## config.mk

```make
export PLATFORM = sky130hd
export DESIGN_NAME = id_alloc_top
export DESIGN_NICKNAME = d
export VERILOG_FILES = /design/src/verilog/id_alloc_pkg.sv /design/src/verilog/id_stats_pkg.sv /design/src/verilog/alloc_ctrl.sv /design/src/verilog/id_bitmap.sv /design/src/verilog/alloc_stats.sv /design/src/verilog/id_alloc_top.sv
export VERILOG_INCLUDE_DIRS = /design/src /design/src/verilog
export SDC_FILE = /design/constraint.sdc
export NUM_CORES = 1
export LEC_CHECK = 0
export BUFFER_PORTS_ARGS = -buffer_cell sky130_fd_sc_hd__buf_2
export CAP_MARGIN = 20
export CORE_MARGIN = 1.5
export CORE_UTILIZATION = 35
export DETAILED_ROUTE_END_ITERATION = 10
export GPL_TIMING_DRIVEN = 0
export PLACE_DENSITY = 0.56
export SLEW_MARGIN = 20
export SYNTH_ARGS = -nofsm -noshare
export SYNTH_HDL_FRONTEND = slang
export SYNTH_SLANG_ARGS = --single-unit
```

## constraint.sdc

```tcl
create_clock -name clk -period 9.24 [get_ports clk]
set_clock_uncertainty 0.15 [all_clocks]
set_input_delay 0.462 -clock clk [delete_from_list [all_inputs] [get_ports clk]]
set_output_delay 0.462 -clock clk [all_outputs]
set_load 0.05 [all_outputs]
```

## src/verilog/id_alloc_defs.svh

```systemverilog
`ifndef ID_ALLOC_DEFS_SVH
`define ID_ALLOC_DEFS_SVH

// ===========================================================================
// Pool geometry
// ===========================================================================

// Identifier width, 32 identifiers in the pool
`define ID_WID 5

// Bits per bit-vector word
`define WORD_WID 8

// Words in the bit vector
`define NUM_WORDS ((1 << `ID_WID) / `WORD_WID)

// Statistics counter width
`define CNT_WID 16

`endif

```

## src/verilog/id_alloc_pkg.sv

```systemverilog
package id_alloc_pkg;

    `include "id_alloc_defs.svh"

    // Flat identifier
    typedef logic [`ID_WID-1:0] id_t;

    // Bit position inside one word
    typedef logic [$clog2(`WORD_WID)-1:0] bit_idx_t;

    // Word position inside the bit vector
    typedef logic [`ID_WID-$clog2(`WORD_WID)-1:0] word_idx_t;

    // One bit-vector word, set bit means in use
    typedef logic [`WORD_WID-1:0] word_t;

    // Same identifier seen flat or split into word and bit
    typedef union packed {
        id_t flat;
        struct packed {
            word_idx_t word_idx;
            bit_idx_t  bit_idx;
        } parts;
    } id_u;

    // Controller states
    typedef enum logic [1:0] {
        INIT,
        IDLE,
        ALLOC_CHK,
        DEALLOC_CHK
    } ctrl_state_e;

endpackage

```

## src/verilog/id_stats_pkg.sv

```systemverilog
package id_stats_pkg;

    `include "id_alloc_defs.svh"

    // One statistics count
    typedef logic [`CNT_WID-1:0] cnt_t;

    // Increment that sticks at all ones
    function automatic cnt_t sat_inc(input cnt_t cnt);
        cnt_t res;
        if (&cnt) begin
            res = cnt;
        end else begin
            res = cnt + 1'b1;
        end
        return res;
    endfunction

endpackage

```

## src/verilog/alloc_ctrl.sv

```systemverilog
`timescale 1ns/100ps

`include "id_alloc_defs.svh"

module alloc_ctrl (
    input  logic                   clk,
    input  logic                   rst,
    input  logic                   en,
    input  logic                   alloc_req,
    input  logic                   dealloc_req,
    input  id_alloc_pkg::id_t      dealloc_id,
    input  logic                   free_any,
    input  logic                   bit_used,
    input  id_alloc_pkg::bit_idx_t free_bit,
    output logic                   init_done,
    output logic                   alloc_rdy,
    output logic                   dealloc_rdy,
    output logic                   err_dealloc,
    output id_alloc_pkg::id_t      alloc_id,
    output id_alloc_pkg::id_t      err_id,
    output logic                   rd_en,
    output logic                   set_en,
    output logic                   clr_en,
    output logic                   init_en,
    output id_alloc_pkg::word_idx_t rd_word_idx,
    output id_alloc_pkg::word_idx_t init_word_idx,
    output id_alloc_pkg::bit_idx_t bit_sel,
    output logic                   alloc_ev,
    output logic                   dealloc_ev,
    output logic                   err_ev
);
    import id_alloc_pkg::*;

    ctrl_state_e state;
    word_idx_t   scan_ptr;
    word_idx_t   init_idx;
    word_idx_t   miss_cnt;
    logic        full;
    id_u         req_id;
    id_u         dealloc_split;
    id_u         alloc_split;
    logic        idle_free;
    logic        dealloc_go;
    logic        alloc_go;

    // ========================================================================
    // Request acceptance
    // ========================================================================

    // Split incoming identifier for the word read
    assign dealloc_split = id_u'(dealloc_id);

    // Hold off while a ready pulse is still out
    assign idle_free  = (state == IDLE) && !alloc_rdy && !dealloc_rdy;
    // Deallocation wins over allocation
    assign dealloc_go = idle_free && dealloc_req;
    assign alloc_go   = idle_free && !dealloc_req && alloc_req && en && !full;

    // Candidate identifier from scan word and lowest free bit
    always_comb begin
        alloc_split.parts.word_idx = scan_ptr;
        alloc_split.parts.bit_idx  = free_bit;
    end

    // Bitmap controls
    assign rd_en         = dealloc_go || alloc_go;
    assign rd_word_idx   = dealloc_go ? dealloc_split.parts.word_idx : scan_ptr;
    assign init_en       = (state == INIT);
    assign init_word_idx = init_idx;
    assign set_en        = (state == ALLOC_CHK) && free_any;
    assign clr_en        = (state == DEALLOC_CHK) && bit_used;
    assign bit_sel       = (state == DEALLOC_CHK) ? req_id.parts.bit_idx : free_bit;

    // Statistics strobes
    assign alloc_ev   = set_en;
    assign dealloc_ev = clr_en;
    assign err_ev     = (state == DEALLOC_CHK) && !bit_used;

    // ========================================================================
    // Control state
    // ========================================================================
    always_ff @(posedge clk) begin
        if (rst) begin
            state       <= INIT;
            init_idx    <= '0;
            scan_ptr    <= '0;
            miss_cnt    <= '0;
            full        <= 1'b0;
            init_done   <= 1'b0;
            alloc_rdy   <= 1'b0;
            dealloc_rdy <= 1'b0;
            err_dealloc <= 1'b0;
        end else begin
            // Ready and error are single-cycle pulses
            alloc_rdy   <= 1'b0;
            dealloc_rdy <= 1'b0;
            err_dealloc <= 1'b0;
            case (state)
                INIT: begin
                    init_idx <= init_idx + 1'b1;
                    if (init_idx == word_idx_t'(`NUM_WORDS - 1)) begin
                        state     <= IDLE;
                        init_done <= 1'b1;
                    end
                end
                IDLE: begin
                    if (dealloc_go) begin
                        state <= DEALLOC_CHK;
                    end else if (alloc_go) begin
                        state <= ALLOC_CHK;
                    end
                end
                ALLOC_CHK: begin
                    state <= IDLE;
                    if (free_any) begin
                        alloc_rdy <= 1'b1;
                        miss_cnt  <= '0;
                    end else begin
                        // Full word, move on circularly
                        scan_ptr <= scan_ptr + 1'b1;
                        if (miss_cnt == word_idx_t'(`NUM_WORDS - 1)) begin
                            full     <= 1'b1;
                            miss_cnt <= '0;
                        end else begin
                            miss_cnt <= miss_cnt + 1'b1;
                        end
                    end
                end
                DEALLOC_CHK: begin
                    state       <= IDLE;
                    dealloc_rdy <= 1'b1;
                    err_dealloc <= !bit_used;
                    // A freed bit reopens the pool
                    if (bit_used) begin
                        full     <= 1'b0;
                        miss_cnt <= '0;
                    end
                end
                default: state <= INIT;
            endcase
        end
    end

    // Identifier payloads
    always_ff @(posedge clk) begin
        if (dealloc_go) begin
            req_id <= dealloc_split;
        end
        if (set_en) begin
            alloc_id <= alloc_split.flat;
        end
        if (state == DEALLOC_CHK) begin
            err_id <= req_id.flat;
        end
    end

endmodule

```

## src/verilog/id_bitmap.sv

```systemverilog
`timescale 1ns/100ps

`include "id_alloc_defs.svh"

module id_bitmap (
    input  logic                    clk,
    input  logic                    rd_en,
    input  logic                    set_en,
    input  logic                    clr_en,
    input  logic                    init_en,
    input  id_alloc_pkg::word_idx_t rd_word_idx,
    input  id_alloc_pkg::word_idx_t init_word_idx,
    input  id_alloc_pkg::bit_idx_t  bit_sel,
    output logic                    free_any,
    output logic                    bit_used,
    output id_alloc_pkg::bit_idx_t  free_bit
);
    import id_alloc_pkg::*;

    // ========================================================================
    // Storage
    // ========================================================================

    // Bit vector with one entry per word
    word_t     mem [`NUM_WORDS];

    // Word read last and where it came from
    word_t     rd_word;
    word_idx_t rd_addr;

    // One-hot of the selected bit
    word_t     sel_mask;

    // Held word after set or clear
    word_t     set_word;
    word_t     clr_word;

    assign sel_mask = word_t'(1) << bit_sel;
    assign set_word = rd_word | sel_mask;
    assign clr_word = rd_word & ~sel_mask;

    // ========================================================================
    // Write side
    // ========================================================================

    // Init sweep zeroes a word
    // Set and clear write the held word back to its own address
    always_ff @(posedge clk) begin
        if (init_en) begin
            mem[init_word_idx] <= '0;
        end else if (set_en) begin
            mem[rd_addr] <= set_word;
        end else if (clr_en) begin
            mem[rd_addr] <= clr_word;
        end
    end

    // ========================================================================
    // Read side
    // ========================================================================

    // Registered word read with its address
    always_ff @(posedge clk) begin
        if (rd_en) begin
            rd_word <= mem[rd_word_idx];
            rd_addr <= rd_word_idx;
        end
    end

    // ========================================================================
    // Word decode
    // ========================================================================

    // Any zero in the held word
    assign free_any = ~&rd_word;

    // State of the selected bit
    assign bit_used = rd_word[bit_sel];

    // Lowest zero bit
    // Walk down so the last hit is the lowest index
    always_comb begin
        free_bit = '0;
        for (int i = `WORD_WID - 1; i >= 0; i--) begin
            if (!rd_word[i]) begin
                free_bit = bit_idx_t'(i);
            end
        end
    end

endmodule

```

## src/verilog/alloc_stats.sv

```systemverilog
`timescale 1ns/100ps

module alloc_stats (
    input  logic               clk,
    input  logic               rst,
    input  logic               alloc_ev,
    input  logic               dealloc_ev,
    input  logic               err_ev,
    output id_stats_pkg::cnt_t alloc_cnt,
    output id_stats_pkg::cnt_t dealloc_cnt,
    output id_stats_pkg::cnt_t dealloc_err_cnt,
    output id_stats_pkg::cnt_t active_cnt
);
    import id_stats_pkg::*;

    // ========================================================================
    // Event counters
    // ========================================================================

    // Each counter sticks at its maximum
    always_ff @(posedge clk) begin
        if (rst) begin
            alloc_cnt       <= '0;
            dealloc_cnt     <= '0;
            dealloc_err_cnt <= '0;
        end else begin
            if (alloc_ev) begin
                alloc_cnt <= sat_inc(alloc_cnt);
            end
            if (dealloc_ev) begin
                dealloc_cnt <= sat_inc(dealloc_cnt);
            end
            if (err_ev) begin
                dealloc_err_cnt <= sat_inc(dealloc_err_cnt);
            end
        end
    end

    // ========================================================================
    // Active identifiers
    // ========================================================================

    // Up on allocation, down on deallocation
    // Both in one cycle cancel out
    always_ff @(posedge clk) begin
        if (rst) begin
            active_cnt <= '0;
        end else if (alloc_ev && !dealloc_ev) begin
            active_cnt <= sat_inc(active_cnt);
        end else if (dealloc_ev && !alloc_ev) begin
            // Never wrap below zero
            if (active_cnt != '0) begin
                active_cnt <= active_cnt - 1'b1;
            end
        end
    end

endmodule

```

## src/verilog/id_alloc_top.sv

```systemverilog
`timescale 1ns/100ps

module id_alloc_top (
    input  logic               clk,
    input  logic               rst,
    input  logic               en,
    input  logic               alloc_req,
    input  logic               dealloc_req,
    input  id_alloc_pkg::id_t  dealloc_id,
    output logic               init_done,
    output logic               alloc_rdy,
    output id_alloc_pkg::id_t  alloc_id,
    output logic               dealloc_rdy,
    output logic               err_dealloc,
    output id_alloc_pkg::id_t  err_id,
    output id_stats_pkg::cnt_t alloc_cnt,
    output id_stats_pkg::cnt_t dealloc_cnt,
    output id_stats_pkg::cnt_t dealloc_err_cnt,
    output id_stats_pkg::cnt_t active_cnt
);
    import id_alloc_pkg::*;

    // Controller to bitmap
    logic      rd_en;
    logic      set_en;
    logic      clr_en;
    logic      init_en;
    word_idx_t rd_word_idx;
    word_idx_t init_word_idx;
    bit_idx_t  bit_sel;

    // Bitmap to controller
    logic      free_any;
    logic      bit_used;
    bit_idx_t  free_bit;

    // Controller to statistics
    logic      alloc_ev;
    logic      dealloc_ev;
    logic      err_ev;

    alloc_ctrl u_ctrl (
        .clk, .rst, .en, .alloc_req, .dealloc_req, .dealloc_id,
        .free_any, .bit_used, .free_bit,
        .init_done, .alloc_rdy, .dealloc_rdy, .err_dealloc, .alloc_id, .err_id,
        .rd_en, .set_en, .clr_en, .init_en, .rd_word_idx, .init_word_idx, .bit_sel,
        .alloc_ev, .dealloc_ev, .err_ev
    );

    id_bitmap u_bitmap (
        .clk, .rd_en, .set_en, .clr_en, .init_en,
        .rd_word_idx, .init_word_idx, .bit_sel,
        .free_any, .bit_used, .free_bit
    );

    alloc_stats u_stats (
        .clk, .rst, .alloc_ev, .dealloc_ev, .err_ev,
        .alloc_cnt, .dealloc_cnt, .dealloc_err_cnt, .active_cnt
    );

endmodule

```

# Yosys cells after proc, flatten, opt, wreduce, memory -nomap -nowiden
# Memory sizes are Yosys's and may differ from the RTL's. A register that Yosys moved wholly into a read port is not among the register bits.
# Cells that the tools add are included.
[word_totals]
inputBits = 10
memories = 1
ram_bits = 32
out_inout_bits = 78
regBits = 94
elab_cells = 135
[memory_table]
columns = ["name", "depth", "word_bits", "read_ports", "rd_ports_with_merged_regs", "write_ports", "line", "rtl"]
rows = [
  ["u_bitmap.mem", 4, 8, 1, 1, 1, "id_bitmap.sv:25", "word_t mem [`NUM_WORDS];"],
]
[op_classes]
n_eq_ne = 11
shift = 1
addsub = 8
n_reduce_logical = 44
mux = 43
n_lt_le_gt_ge = 1
n_bitwise = 9
[op_table]
columns = ["cell", "n"]
rows = [
  ["adder 16 x 1 -> 16 bit (second input constant)", 4],
  ["2-to-1 mux 16 bit", 4],
  ["AND reduction 16 bit", 4],
  ["2-to-1 mux 3 bit", 9],
  ["2-to-1 mux 1 bit", 16],
  ["2-to-1 mux 2 bit", 8],
  ["2-to-1 mux 8 bit", 2],
  ["nonzero test 16 bit", 1],
  ["subtractor 16 x 1 -> 16 bit (second input constant)", 1],
  ["logical AND 1 bit", 12],
  ["AND reduction 2 bit", 6],
  ["AND reduction 9 bit", 1],
  ["AND 8 bit", 1],
  ["== test 2 bit (second input constant)", 4],
  ["zero test 1 bit", 8],
  ["inverter 8 bit", 1],
  ["OR 8 bit", 1],
  ["AND reduction 8 bit", 1],
  ["OR reduction 8 bit", 1],
  ["<< shifter 1 x 3 -> 8 bit (first input constant)", 1],
  ["adder 2 x 1 -> 2 bit (second input constant)", 3],
  ["!= test 2 x 1 -> 1 bit (second input constant)", 3],
  ["one-hot mux 2 bit (3 select lines)", 1],
  ["nonzero test 2 bit", 3],
  ["14 further kinds", 21],
]

# Depth between registers and ports, before layout
# Gate-level depths: netlist of the first run.
[logic_depth]
ltp_word = 19
depth_mapped = 12
depth_no_buf = 11

# Hierarchy
# From an unflattened synthesis of the first run, not the netlist that was laid out.
[hier_totals]
cells_unflattened = 638
area_unflattened_um2 = 6570.1
[modules_own_cells]
columns = ["mod", "cells_each", "area_per_inst_um2", "seq_area_each_um2", "instances"]
rows = [
  ["alloc_stats", 436, 3608.5, 1281.2, 1],
  ["id_bitmap", 116, 1863.0, 1261.2, 1],
  ["alloc_ctrl", 86, 1098.6, 710.7, 1],
]

# Least setup slack after synthesis of the first run
# Ideal clock, no wire load.
[synth_timing]
path_type = "reg-to-reg"
start = "register u_bitmap.rd_word[0], read port of u_bitmap.mem"
end = "register u_stats.active_cnt[15]"
required_ns = 9.020
arrival_time_ns = 3.478
path_stages_with_launch = 11
setup_slack_ns = 5.542
setup_time_ns = 0.070
path_buffers = 0
synth_period_minus_slack_ns = 3.698
path_cell_list = "edfxtp_1 -> nand4_1 -> o21bai_1 -> ha_1 -> a221o_1 -> a221oi_1 -> a211oi_1 -> o31ai_1 -> xnor2_1 -> or3_1 -> a21oi_1"
[synth_via]
elab_chain_cells = 9
word_cells_on_any_way = 17
cone_classes = "eq/ne: 1; mux: 5; reduce/logical: 11"
[synth_rtl]
columns = ["element", "line", "rtl"]
rows = [
  ["from (decl)", "id_bitmap.sv:28", "word_t rd_word;"],
  ["2-to-1 mux 3 bit", "id_bitmap.sv:85", "if (!rd_word[i]) begin"],
  ["2-to-1 mux 3 bit", "alloc_ctrl.sv:72", "assign bit_sel = (state == DEALLOC_CHK) ? req_id.parts.bit_idx : free_bit;"],
  ["binary-select mux 1 bit (select 3 bit)", "id_bitmap.sv:78", "assign bit_used = rd_word[bit_sel];"],
  ["2-to-1 mux 1 bit (not written as such)", "id_bitmap.sv:78", ""],
  ["logical AND 1 bit", "alloc_ctrl.sv:71", "assign clr_en = (state == DEALLOC_CHK) && bit_used;"],
  ["zero test 1 bit", "alloc_stats.sv:48", "end else if (alloc_ev && !dealloc_ev) begin"],
  ["logical AND 1 bit", "alloc_stats.sv:48", ""],
  ["!= test 2 bit (no source line) or nonzero test 2 bit (tied branches)", "--", ""],
  ["AND reduction 3 bit (no source line)", "--", ""],
  ["to (signal assigned)", "alloc_stats.sv:49", "active_cnt <= sat_inc(active_cnt);"],
  ["to (signal assigned)", "alloc_stats.sv:53", "active_cnt <= active_cnt - 1'b1;"],
  ["to (decl)", "alloc_stats.sv:12", "output id_stats_pkg::cnt_t active_cnt"],
]
# Several ways; a longest one is shown, not always the timed one. The select of a mux whose other input is x is not followed.
# A chain may end at the register's enable or synchronous reset.

# Final worst setup path of the first run
[layout_timing]
start = "register u_bitmap.rd_word[4], read port of u_bitmap.mem"
end = "register u_stats.active_cnt[15]"
[layout_via]
elab_chain_cells = 13
word_cells_on_any_way = 21
cone_classes = "eq/ne: 1; mux: 9; reduce/logical: 11"
[layout_rtl]
columns = ["element", "line"]
rows = [
  ["2-to-1 mux 3 bit (5 in a row)", "id_bitmap.sv:85"],
  ["2-to-1 mux 3 bit", "alloc_ctrl.sv:72"],
  ["binary-select mux 1 bit (select 3 bit)", "id_bitmap.sv:78"],
  ["2-to-1 mux 1 bit (not written as such)", "id_bitmap.sv:78"],
  ["logical AND 1 bit", "alloc_ctrl.sv:71"],
  ["zero test 1 bit", "alloc_stats.sv:48"],
  ["logical AND 1 bit", "alloc_stats.sv:48"],
  ["!= test 2 bit (no source line) or nonzero test 2 bit (tied branches)", "--"],
  ["AND reduction 3 bit (no source line)", "--"],
]
# Several ways; a longest one is shown, not always the timed one. The select of a mux whose other input is x is not followed.

==> results of run 1 <==
-- how the worst min path moves through the flow --
stage	startpoint	end	slack (ns)
after floorplan	u_ctrl.req_id[3]	u_ctrl.err_id[3]	0.25
after global placement	u_ctrl.req_id[4]	u_ctrl.err_id[4]	0.25
after detailed placement	u_ctrl.req_id[4]	u_ctrl.err_id[4]	0.25
after CTS	dealloc_id[2]	u_ctrl.req_id[2]	0.05
after global routing	dealloc_id[1]	u_ctrl.req_id[1]	0.05
final	dealloc_id[0]	u_ctrl.req_id[0]	0.06
-- state kept, by name (all words and copies together) (netlist names) --
| signal | count |
|---|---|
| u_stats.dealloc_cnt | 16 |
| u_ctrl.dealloc_rdy | 1 |
| u_bitmap.mem | 32 |
| u_ctrl.state | 2 |
| u_stats.alloc_cnt | 16 |
| u_ctrl.err_dealloc | 1 |
| u_bitmap.rd_addr | 2 |
| u_ctrl.miss_cnt | 2 |
| u_ctrl.full | 1 |
| u_ctrl.req_id | 5 |
| u_ctrl.alloc_rdy | 1 |
| u_ctrl.alloc_id | 5 |
| u_bitmap.rd_word | 8 |
| u_ctrl.init_word_idx | 2 |
| u_ctrl.err_id | 5 |
| u_stats.dealloc_err_cnt | 16 |
| u_ctrl.scan_ptr | 2 |
| u_ctrl.init_done | 1 |
| u_stats.active_cnt | 16 |
-- synth_stat cells, types with 3 or more instances --
| cell | n |
|---|---|
| o211ai_1 | 3 |
| or3_1 | 11 |
| and3_1 | 15 |
| nand3_1 | 19 |
| dfxtp_1 | 77 |
| o21ai_0 | 12 |
| a21oi_1 | 52 |
| inv_1 | 20 |
| nand2b_1 | 6 |
| o31ai_1 | 14 |
| o32ai_1 | 4 |
| ha_1 | 21 |
| clkbuf_1 | 20 |
| mux2_1 | 4 |
| mux2i_1 | 27 |
| nor2_1 | 75 |
| nor3_1 | 11 |
| xnor2_1 | 24 |
| or4_1 | 12 |
| o21a_1 | 5 |
| xor2_1 | 9 |
| nand4_1 | 13 |
| and4_1 | 6 |
| buf_2 | 6 |
| edfxtp_1 | 57 |
| nand2_1 | 46 |
| a21boi_0 | 3 |
| o21ai_1 | 7 |
| a211oi_1 | 21 |
| nor2b_1 | 19 |
| nor4_1 | 8 |
| a21o_1 | 5 |
| a311oi_1 | 5 |
-- routing by layer --
metal | wire (um) | vias up | global-route usage [%] | part of all wire (%)
met5 | 13 | - | 0 | 0.076
met4 | 195 | 2 | 5.37 | 1.1
met3 | 937 | 20 | 5.06 | 5.5
met2 | 7630 | 123 | 26.8 | 45
met1 | 8340 | 2654 | 25.1 | 49
li1 | - | 2767 | - | -
-- worst reg2reg max path, delay by kind of cell, from the launching register on --
family / cells / cell delay (ns)
adder cells (fa/ha/maj): 1 / 0.44
XOR/XNOR: 1 / 0.11
AND/OR/NAND/NOR: 3 / 0.77
flip-flops: 1 / 0.51
AO/OA/AOI/OAI: 5 / 1.76
-- where the power goes --
| group | switching, mW | internal, mW |
|---|---|---|
| Combinational | 0.184 | 0.115 |
| Sequential | 0.0277 | 0.679 |
| Clock | 0.265 | 0.451 |
-- layout make-up --
class,instances,area [um^2]
plain buffers,27,113
inverters,21,81.3
clock inverters,10,115
fillers,1820,10600
flip-flops and latches,134,3250
multi-input cells,496,3300
clock buffers,22,517
repair buffers,89,453
well taps,234,293
-- metrics by stage --
step | instances | power [mW]
2_1_floorplan | 678 | 0.931
4_1_cts | 1033 | 1.74
3_5_place_dp | 1001 | 1.02
3_3_place_gp | 998 | 1.01
6_report | 1033 | 1.72
5_1_grt | 1033 | 1.80
-- kinds of logic (layout without fill, tap and decap cells) --
group,count (synthesis),after routing
AND/OR/NAND/NOR,249,249
adder cells (fa/ha/maj),22,22
AO/OA/AOI/OAI,160,160
flip-flops,134,134
multiplexers,32,32
XOR/XNOR,33,33
buffers and inverters,48,169
==> run summary, run 1 <==
STATUS
-----------------------------------------------------------------------------------------------------------------
Run status                                                                                           finished, final reports clean

YOSYS
-----------------------------------------------------------------------------------------------------------------
Register area share after synthesis                                                                         48.5%
Arithmetic-cell share of the synthesized area counting full adders, half adders and majority gates          4.22%
Average cell area after synthesis                                                                       9.89 um^2
Complex-gate fraction of the synthesized area                                                               16.1%
Ys async rst share                                                                                             0%
Leading register cell type out of synthesis                                                               dfxtp_1
Register bit total from synthesis                                                                             134
Dominant combinational cell family by area after synthesis                                           simple AND/OR/NAND/NOR gates
Number of standard cells after synthesis                                                                      678
Mux cell area share after synthesis                                                                         5.04%
Post-synthesis cell area                                                                                6700 um^2
Simple-gate area share of the yosys netlist                                                                 18.9%
Cell types with the largest area share after synthesis                                               edfxtp_1 (26%), dfxtp_1 (23%), nor2_1 (4.2%)
Post-synth net total                                                                                          710
Share of the synthesized area in the top cell type                                                          25.5%
Yosys warning count                                                                                             0
Library cell with the largest summed area after synthesis                                                edfxtp_1
EDFF count, synth                                                                                              57
Post-synthesis share of cell area spent on xor and xnor gates                                               4.31%
Post-synthesis cell type count                                                                                 65

GRT
-----------------------------------------------------------------------------------------------------------------
Largest net degree at the start of global routing                                                              24
Overall overflow remaining after global route                                                                   0
Number of global-route vias before repair                                                                    5117
Initial antenna violation count                                                                                 1
Global-route wire length before repair                                                                    27.6 mm
Overall track demand over capacity in global routing                                                        17.9%

SETUP PATH
-----------------------------------------------------------------------------------------------------------------
Worst Path Max Fanout                                                                                          23
Delay-heaviest family, CP                                                                            compound AO/OA/AOI/OAI gates
Endpoint type of the worst setup path                                                                        flop
Data required time at the worst endpoint                                                                  9.44 ns
Endpoint of the most critical setup path                                                             u_stats.active_cnt[15]
Depth of the worst register-to-register path                                                                   10
First element of the critical path                                                                   u_bitmap.rd_word[4]
WP data arrival                                                                                           4.02 ns
Buffering stage count on the worst path with inverters included                                                 0
Critical Setup Path Class                                                                            flop to flop
Count of cell instances traversed by the critical path                                                         10
Startpoint type of the worst setup path                                                                      flop
CP max stage cell                                                                                        o21bai_4
Critical R2R Capture                                                                                 u_stats.active_cnt[15]
Critical path's largest stage delay                                                                       0.59 ns
Reg2Reg Setup Slack                                                                                       5.42 ns
Critical path cell sequence                                                                          nand4_1, o21bai_4, ha_1, and3_1, a221oi_1, a211oi_1, o31ai_1, xnor2_1, or3_1, a21oi_1
Startpoint of the lowest-slack register-to-register path                                             u_bitmap.rd_word[4]

PWR
-----------------------------------------------------------------------------------------------------------------
Peak supply drop                                                                                           126 uV
Total power per unit cell area                                                                        212 nW/um^2
Leakage power                                                                                             3.32 nW

CELLS AND AREA
-----------------------------------------------------------------------------------------------------------------
Share of layout cells above drive strength 1                                                                17.5%
Relative area change from synthesis to final layout                                                         21.2%
Final cell area excluding filler cells                                                                  8120 um^2
Top library cells by usage in the layout, fill and taps aside                                        buf_2 (92), dfxtp_1 (77), nor2_1 (75), edfxtp_1 (57), a21oi_1 (52)
Final-stage net count                                                                                         818
Antenna diode count                                                                                             0
Final core utilization                                                                                      43.3%
Leading cell type in the layout, fill and taps excluded                                                     buf_2

FLOORPLAN
-----------------------------------------------------------------------------------------------------------------
Die area                                                                                               20000 um^2
Starting density of the core                                                                                35.7%
I/O pin count                                                                                                  88
Width of the chip                                                                                          141 um
# rows                                                                                                         50
Die height                                                                                                 141 um
Core area                                                                                              18800 um^2

ROUTE
-----------------------------------------------------------------------------------------------------------------
Total wirelength of the detailed-routed design                                                            17.1 mm
Via count                                                                                                    5566
Number of DRC violations after detailed-routing iteration 0                                                   306
Routed via count divided by cell count                                                                       5.39
First-pass iteration count of the detailed router                                                               5
DRC violation count after routing                                                                               0
Post-DR wirelength/cell                                                                                   16.6 um
Remaining number of nets flagged by the antenna check after routing                                             0

STA
-----------------------------------------------------------------------------------------------------------------
Number of pins exceeding their max-slew limit in the final report                                               0
Transition time at the pin with the least slew margin                                                    0.843 ns
RSZ-0062 raised after global routing                                                                           no
Share of the clock period used by the worst path after layout                                               41.3%
Post-route worst setup slack                                                                              5.42 ns
Hold_ws                                                                                                 0.0619 ns
Setup TNS                                                                                                    0 ns
Clock period minus final worst setup slack                                                                3.82 ns
Final Hold Viols                                                                                                0
Peak Freq                                                                                               0.262 GHz
Setup violation total in the final timing report                                                                0
Worst relative slew slack                                                                                   43.1%

PLACE
-----------------------------------------------------------------------------------------------------------------
Routability-driven placement congestion ratio                                                               0.789
Placed cell areas                                                                                       7490 um^2
Port Buffers                                                                                                   86
Detailed Place HPWL                                                                                       12.5 mm
Post-place setup slack                                                                                    5.42 ns

CLOCK NETWORK
-----------------------------------------------------------------------------------------------------------------
Clock Pin Slew Worst Setup and Hold Paths                                                                 0.06 ns
Number of H-tree levels                                                                                         4
Clock tree buffer depth                                                                                         2
Number of buffers inserted by hold repair at cts                                                                0
Clock root buffer                                                                                       clkbuf_16
Post-CTS setup buffer count                                                                                     0
CTS tree                                                                                                      yes
Clock sinks                                                                                                   134
CTS-repair resized insts                                                                                        0
TritonCTS buffer count                                                                                         17
Clock latency on the worst-skew pair                                                                      0.43 ns

WORST HOLD PATH
-----------------------------------------------------------------------------------------------------------------
Path class of the lowest-slack min-delay path                                                        input port to flop
Hold Path Stages                                                                                                1

FLOW RUN
-----------------------------------------------------------------------------------------------------------------
Number of max-cap violations                                                                                    0

(Power assumes the default switching activity.)
==> run 2, diff against run 1 <==
- ABC_AREA: not set -> 1
- clock period: 9.24 -> 3.9 ns (I/O delays scaled with it)
==> run 2 against run 1 <==
Compared with the run above:
- final area rose by 5.3%
- clock power rose by 140%
- critical endpoint is now u_stats.active_cnt[12]
- maximum frequency rose by 9.1%
- sequential share of layout area fell by 2.0 points
- largest cell class unchanged
==> run summary, run 2 <==
STATUS
----------------------------------------------------------------------------------
Run status                                                            finished, final reports clean

YOSYS
----------------------------------------------------------------------------------
Ys async rst share                                                              0%
Number of standard cells after synthesis                                       846
Synth cell count leaders                                              nand2_1 (166), inv_1 (85), dfxtp_1 (77)
Share of the synthesized area in the top cell type                           24.2%
Cell types with the largest area share after synthesis                edfxtp_1 (24%), dfxtp_1 (22%), nand2_1 (8.8%)
Register bit total from synthesis                                              134
Register area share after synthesis                                          46.0%
Post-synthesis cell area                                                 7080 um^2
Post-synth net total                                                           878
Average cell area after synthesis                                        8.37 um^2
Yosys warning count                                                              0
Post-synthesis cell type count                                                  48
Library cell with the largest summed area after synthesis                 edfxtp_1
Most common cell in the netlist                                            nand2_1
Leading register cell type out of synthesis                                dfxtp_1
EDFF count, synth                                                               57

CLOCK NETWORK
----------------------------------------------------------------------------------
Clock sinks                                                                    134
Clock tree buffer depth                                                          2
Clock latency on the worst-skew pair                                       0.43 ns
TritonCTS buffer count                                                          17
Clock root buffer                                                        clkbuf_16
Clock Pin Slew Worst Setup and Hold Paths                                  0.06 ns
CTS tree                                                                       yes
Number of H-tree levels                                                          4

ROUTE
----------------------------------------------------------------------------------
First-pass iteration count of the detailed router                                5
Total wirelength of the detailed-routed design                             17.2 mm
Routed via count divided by cell count                                        4.84
Remaining number of nets flagged by the antenna check after routing              0
Via count                                                                     5987
DRC violation count after routing                                                0
Number of DRC violations after detailed-routing iteration 0                    336
Post-DR wirelength/cell                                                    13.9 um

SETUP PATH
----------------------------------------------------------------------------------
Startpoint of the lowest-slack register-to-register path              u_bitmap.rd_word[1]
Buffering stage count on the worst path with inverters included                  2
Depth of the worst register-to-register path                                    17
Endpoint type of the worst setup path                                         flop
Critical path cell sequence                                           nand2_1, inv_1, nand3_1, nor3_4, nor2_4, inv_2, ha_1, nand2_1, o211ai_1, a21boi_1, o21ai_0, a21boi_0, o21ai_0, xor2_1, nand2_1, nand2_1, nor2_2
Startpoint type of the worst setup path                                       flop
Critical R2R Capture                                                  u_stats.active_cnt[12]
Critical path's largest stage delay                                        0.38 ns
Delay-heaviest family, CP                                             compound AO/OA/AOI/OAI gates
Reg2Reg Setup Slack                                                        0.40 ns
Data required time at the worst endpoint                                   4.12 ns
CP max stage cell                                                         edfxtp_1
Critical Setup Path Class                                             flop to flop
Endpoint of the most critical setup path                              u_stats.active_cnt[12]
Library cell appearing most often on the critical path                     nand2_1
First element of the critical path                                    u_bitmap.rd_word[1]
Count of cell instances traversed by the critical path                          17
WP data arrival                                                            3.72 ns
Worst Path Max Fanout                                                           22

PWR
----------------------------------------------------------------------------------
Fraction of power consumed by the clock network                              29.8%
Fraction of power spent switching nets                                       39.1%
Leakage power                                                              3.51 nW
Total power draw                                                           5.78 mW
Total power per unit cell area                                         676 nW/um^2
Switching power                                                            2.26 mW
Cell-internal power                                                        3.52 mW
Peak supply drop                                                            255 uV
Sequential power share                                                       34.0%
Logic gate share of total power                                              36.2%

CELLS AND AREA
----------------------------------------------------------------------------------
Number of flip-flops in the largest register                                    32
Top library cells by usage in the layout, fill and taps aside         nand2_1 (166), buf_2 (92), inv_1 (85), dfxtp_1 (77), nor2_1 (75)
Leading cell type in the layout, fill and taps excluded                    nand2_1
Most flops, register                                                  u_bitmap.mem
Share of layout cells above drive strength 1                                 19.8%
Final core utilization                                                       43.5%
Final-stage net count                                                          991
Final cell area excluding filler cells                                   8550 um^2
Sequential cell area                                                     3250 um^2
Antenna diode count                                                              0
Relative area change from synthesis to final layout                          20.8%
Filler instances                                                              2013
Multi-input logic area                                                   3360 um^2

STA
----------------------------------------------------------------------------------
Share of the clock period used by the worst path after layout                89.8%
Transition time at the pin with the least slew margin                      1.01 ns
Number of pins exceeding their max-slew limit in the final report                0
Peak Freq                                                                0.286 GHz
Worst relative slew slack                                                    31.9%
Setup violation total in the final timing report                                 0
Setup TNS                                                                     0 ns
RSZ-0062 raised after global routing                                            no
Final Hold Viols                                                                 0
Clock period minus final worst setup slack                                 3.50 ns

GRT
----------------------------------------------------------------------------------
Global-route wire length before repair                                     28.3 mm
Largest net degree at the start of global routing                               23
Initial antenna violation count                                                  0
Overall overflow remaining after global route                                    0
Number of global-route vias before repair                                     5544
Overall track demand over capacity in global routing                         16.6%

FLOW RUN
----------------------------------------------------------------------------------
Number of max-cap violations                                                     0

FLOORPLAN
----------------------------------------------------------------------------------
Width of the chip                                                           145 um
Die height                                                                  145 um
Die area                                                                21100 um^2
I/O pin count                                                                   88
# rows                                                                          51
Starting density of the core                                                 36.0%
Core area                                                               19700 um^2

WORST HOLD PATH
----------------------------------------------------------------------------------
Path class of the lowest-slack min-delay path                         input port to flop

PLACE
----------------------------------------------------------------------------------
Detailed Place HPWL                                                        12.7 mm
Placed cell areas                                                        7850 um^2
Port Buffers                                                                    87
Routability-driven placement congestion ratio                                0.875

==> run 2: changes by cell type in the layout (fill, tap and decap cells not counted), moves of 18 or more <==
cell	delta
xor2_1	+19
inv_1	+65
a211oi_1	-19
nand2_1	+120
nor2b_1	-19
mux2i_1	-27
nand4_1	+18
o21ai_0	+35
==> run 2: logic make-up (layout without fill, tap and decap cells) <==
group,Yosys count,count (layout),share of synthesized area [%]
adders and majority gates,22,22,3.99
AOI/OAI and AO/OA,144,144,11.4
and+or+nand+nor,394,394,26.9
DFF,134,134,46.0
xor gates and xnor gates,41,41,5.07
buffers and inverters,111,237,6.72
==> run 2: per-stage QoR <==
| step | worst slack, ns | hold slack, ns | instances |
|---|---|---|---|
| finish | 0.399 | 0.0806 | 1237 |
| global route | 0.0125 | 0.120 | 1237 |
| CTS | 0.149 | 0.0655 | 1237 |
| detailed placement | -0.0121 | 0.223 | 1198 |
| global placement | -0.0111 | 0.223 | 1198 |
| floorplan | 0.717 | 0.144 | 846 |
==> run 2: routing by layer <==
metal	vias up	global-route usage (%)	routed length (um)
met2	84	26.4	8050
met1	2780	22.2	8370
met4	0	5.77	230
met3	19	3.62	597
met5	-	0	0
li1	3104	-	-
==> run 2: power by group through the flow <==
| stage | sequential, mW | combinational (mW) | clock, mW |
|---|---|---|---|
| 2_1_floorplan | 2.14 | 1.47 | 0 |
| 3_3_place_gp | 1.99 | 2.08 | 0 |
| 3_5_place_dp | 2.00 | 2.09 | 0 |
| 4_1_cts | 1.97 | 2.11 | 1.76 |
| 5_1_grt | 2.00 | 2.36 | 1.83 |
| 6_report | 1.97 | 2.09 | 1.72 |
==> run 2: timing repair <==
item	4_1_cts	5_1_grt
cloned	0	0
hold buffers	6	0
endpoints found under the setup margin	1	2
gates resized for setup	0	2
endpoints found under the hold margin	6	0
setup buffers	1	0
pin swaps	1	0
==> run 2: layout make-up <==
| class | instances | share of cell area, % |
|---|---|---|
| Multi-Input combinational cell | 601 | 39.3 |
| Sequential cell | 134 | 38.1 |
| Timing Repair Buffer | 94 | 5.88 |
| Clock buffer | 17 | 4.98 |
| Inverter | 91 | 4.10 |
| Tap cell | 265 | 3.88 |
| Clock inverter | 15 | 2.39 |
| Buffer | 20 | 1.46 |
==> run 2: worst reg2reg max path: stages, from the launching register on <==
cell	delay (ns)
edfxtp_1	0.38
nand2_1	0.06
inv_1	0.06
nand3_1	0.16
nor3_4	0.31
nor2_4	0.08
inv_2	0.33
ha_1	0.37
nand2_1	0.09
o211ai_1	0.13
a21boi_1	0.29
o21ai_0	0.19
a21boi_0	0.32
o21ai_0	0.15
xor2_1	0.16
nand2_1	0.07
nand2_1	0.06
nor2_2	0.08
==> run 2: how the worst min path moves through the flow <==
stage | startpoint | to | depth (start not counted)
floorplan | dealloc_id[0] | u_ctrl.req_id[0] | 0
global placement | dealloc_id[1] | u_ctrl.req_id[1] | 1
detailed placement | dealloc_id[2] | u_ctrl.req_id[2] | 1
CTS | dealloc_req | u_ctrl.state[1] | 6
global route | dealloc_req | u_ctrl.state[0] | 5
finish | dealloc_req | u_ctrl.state[1] | 6
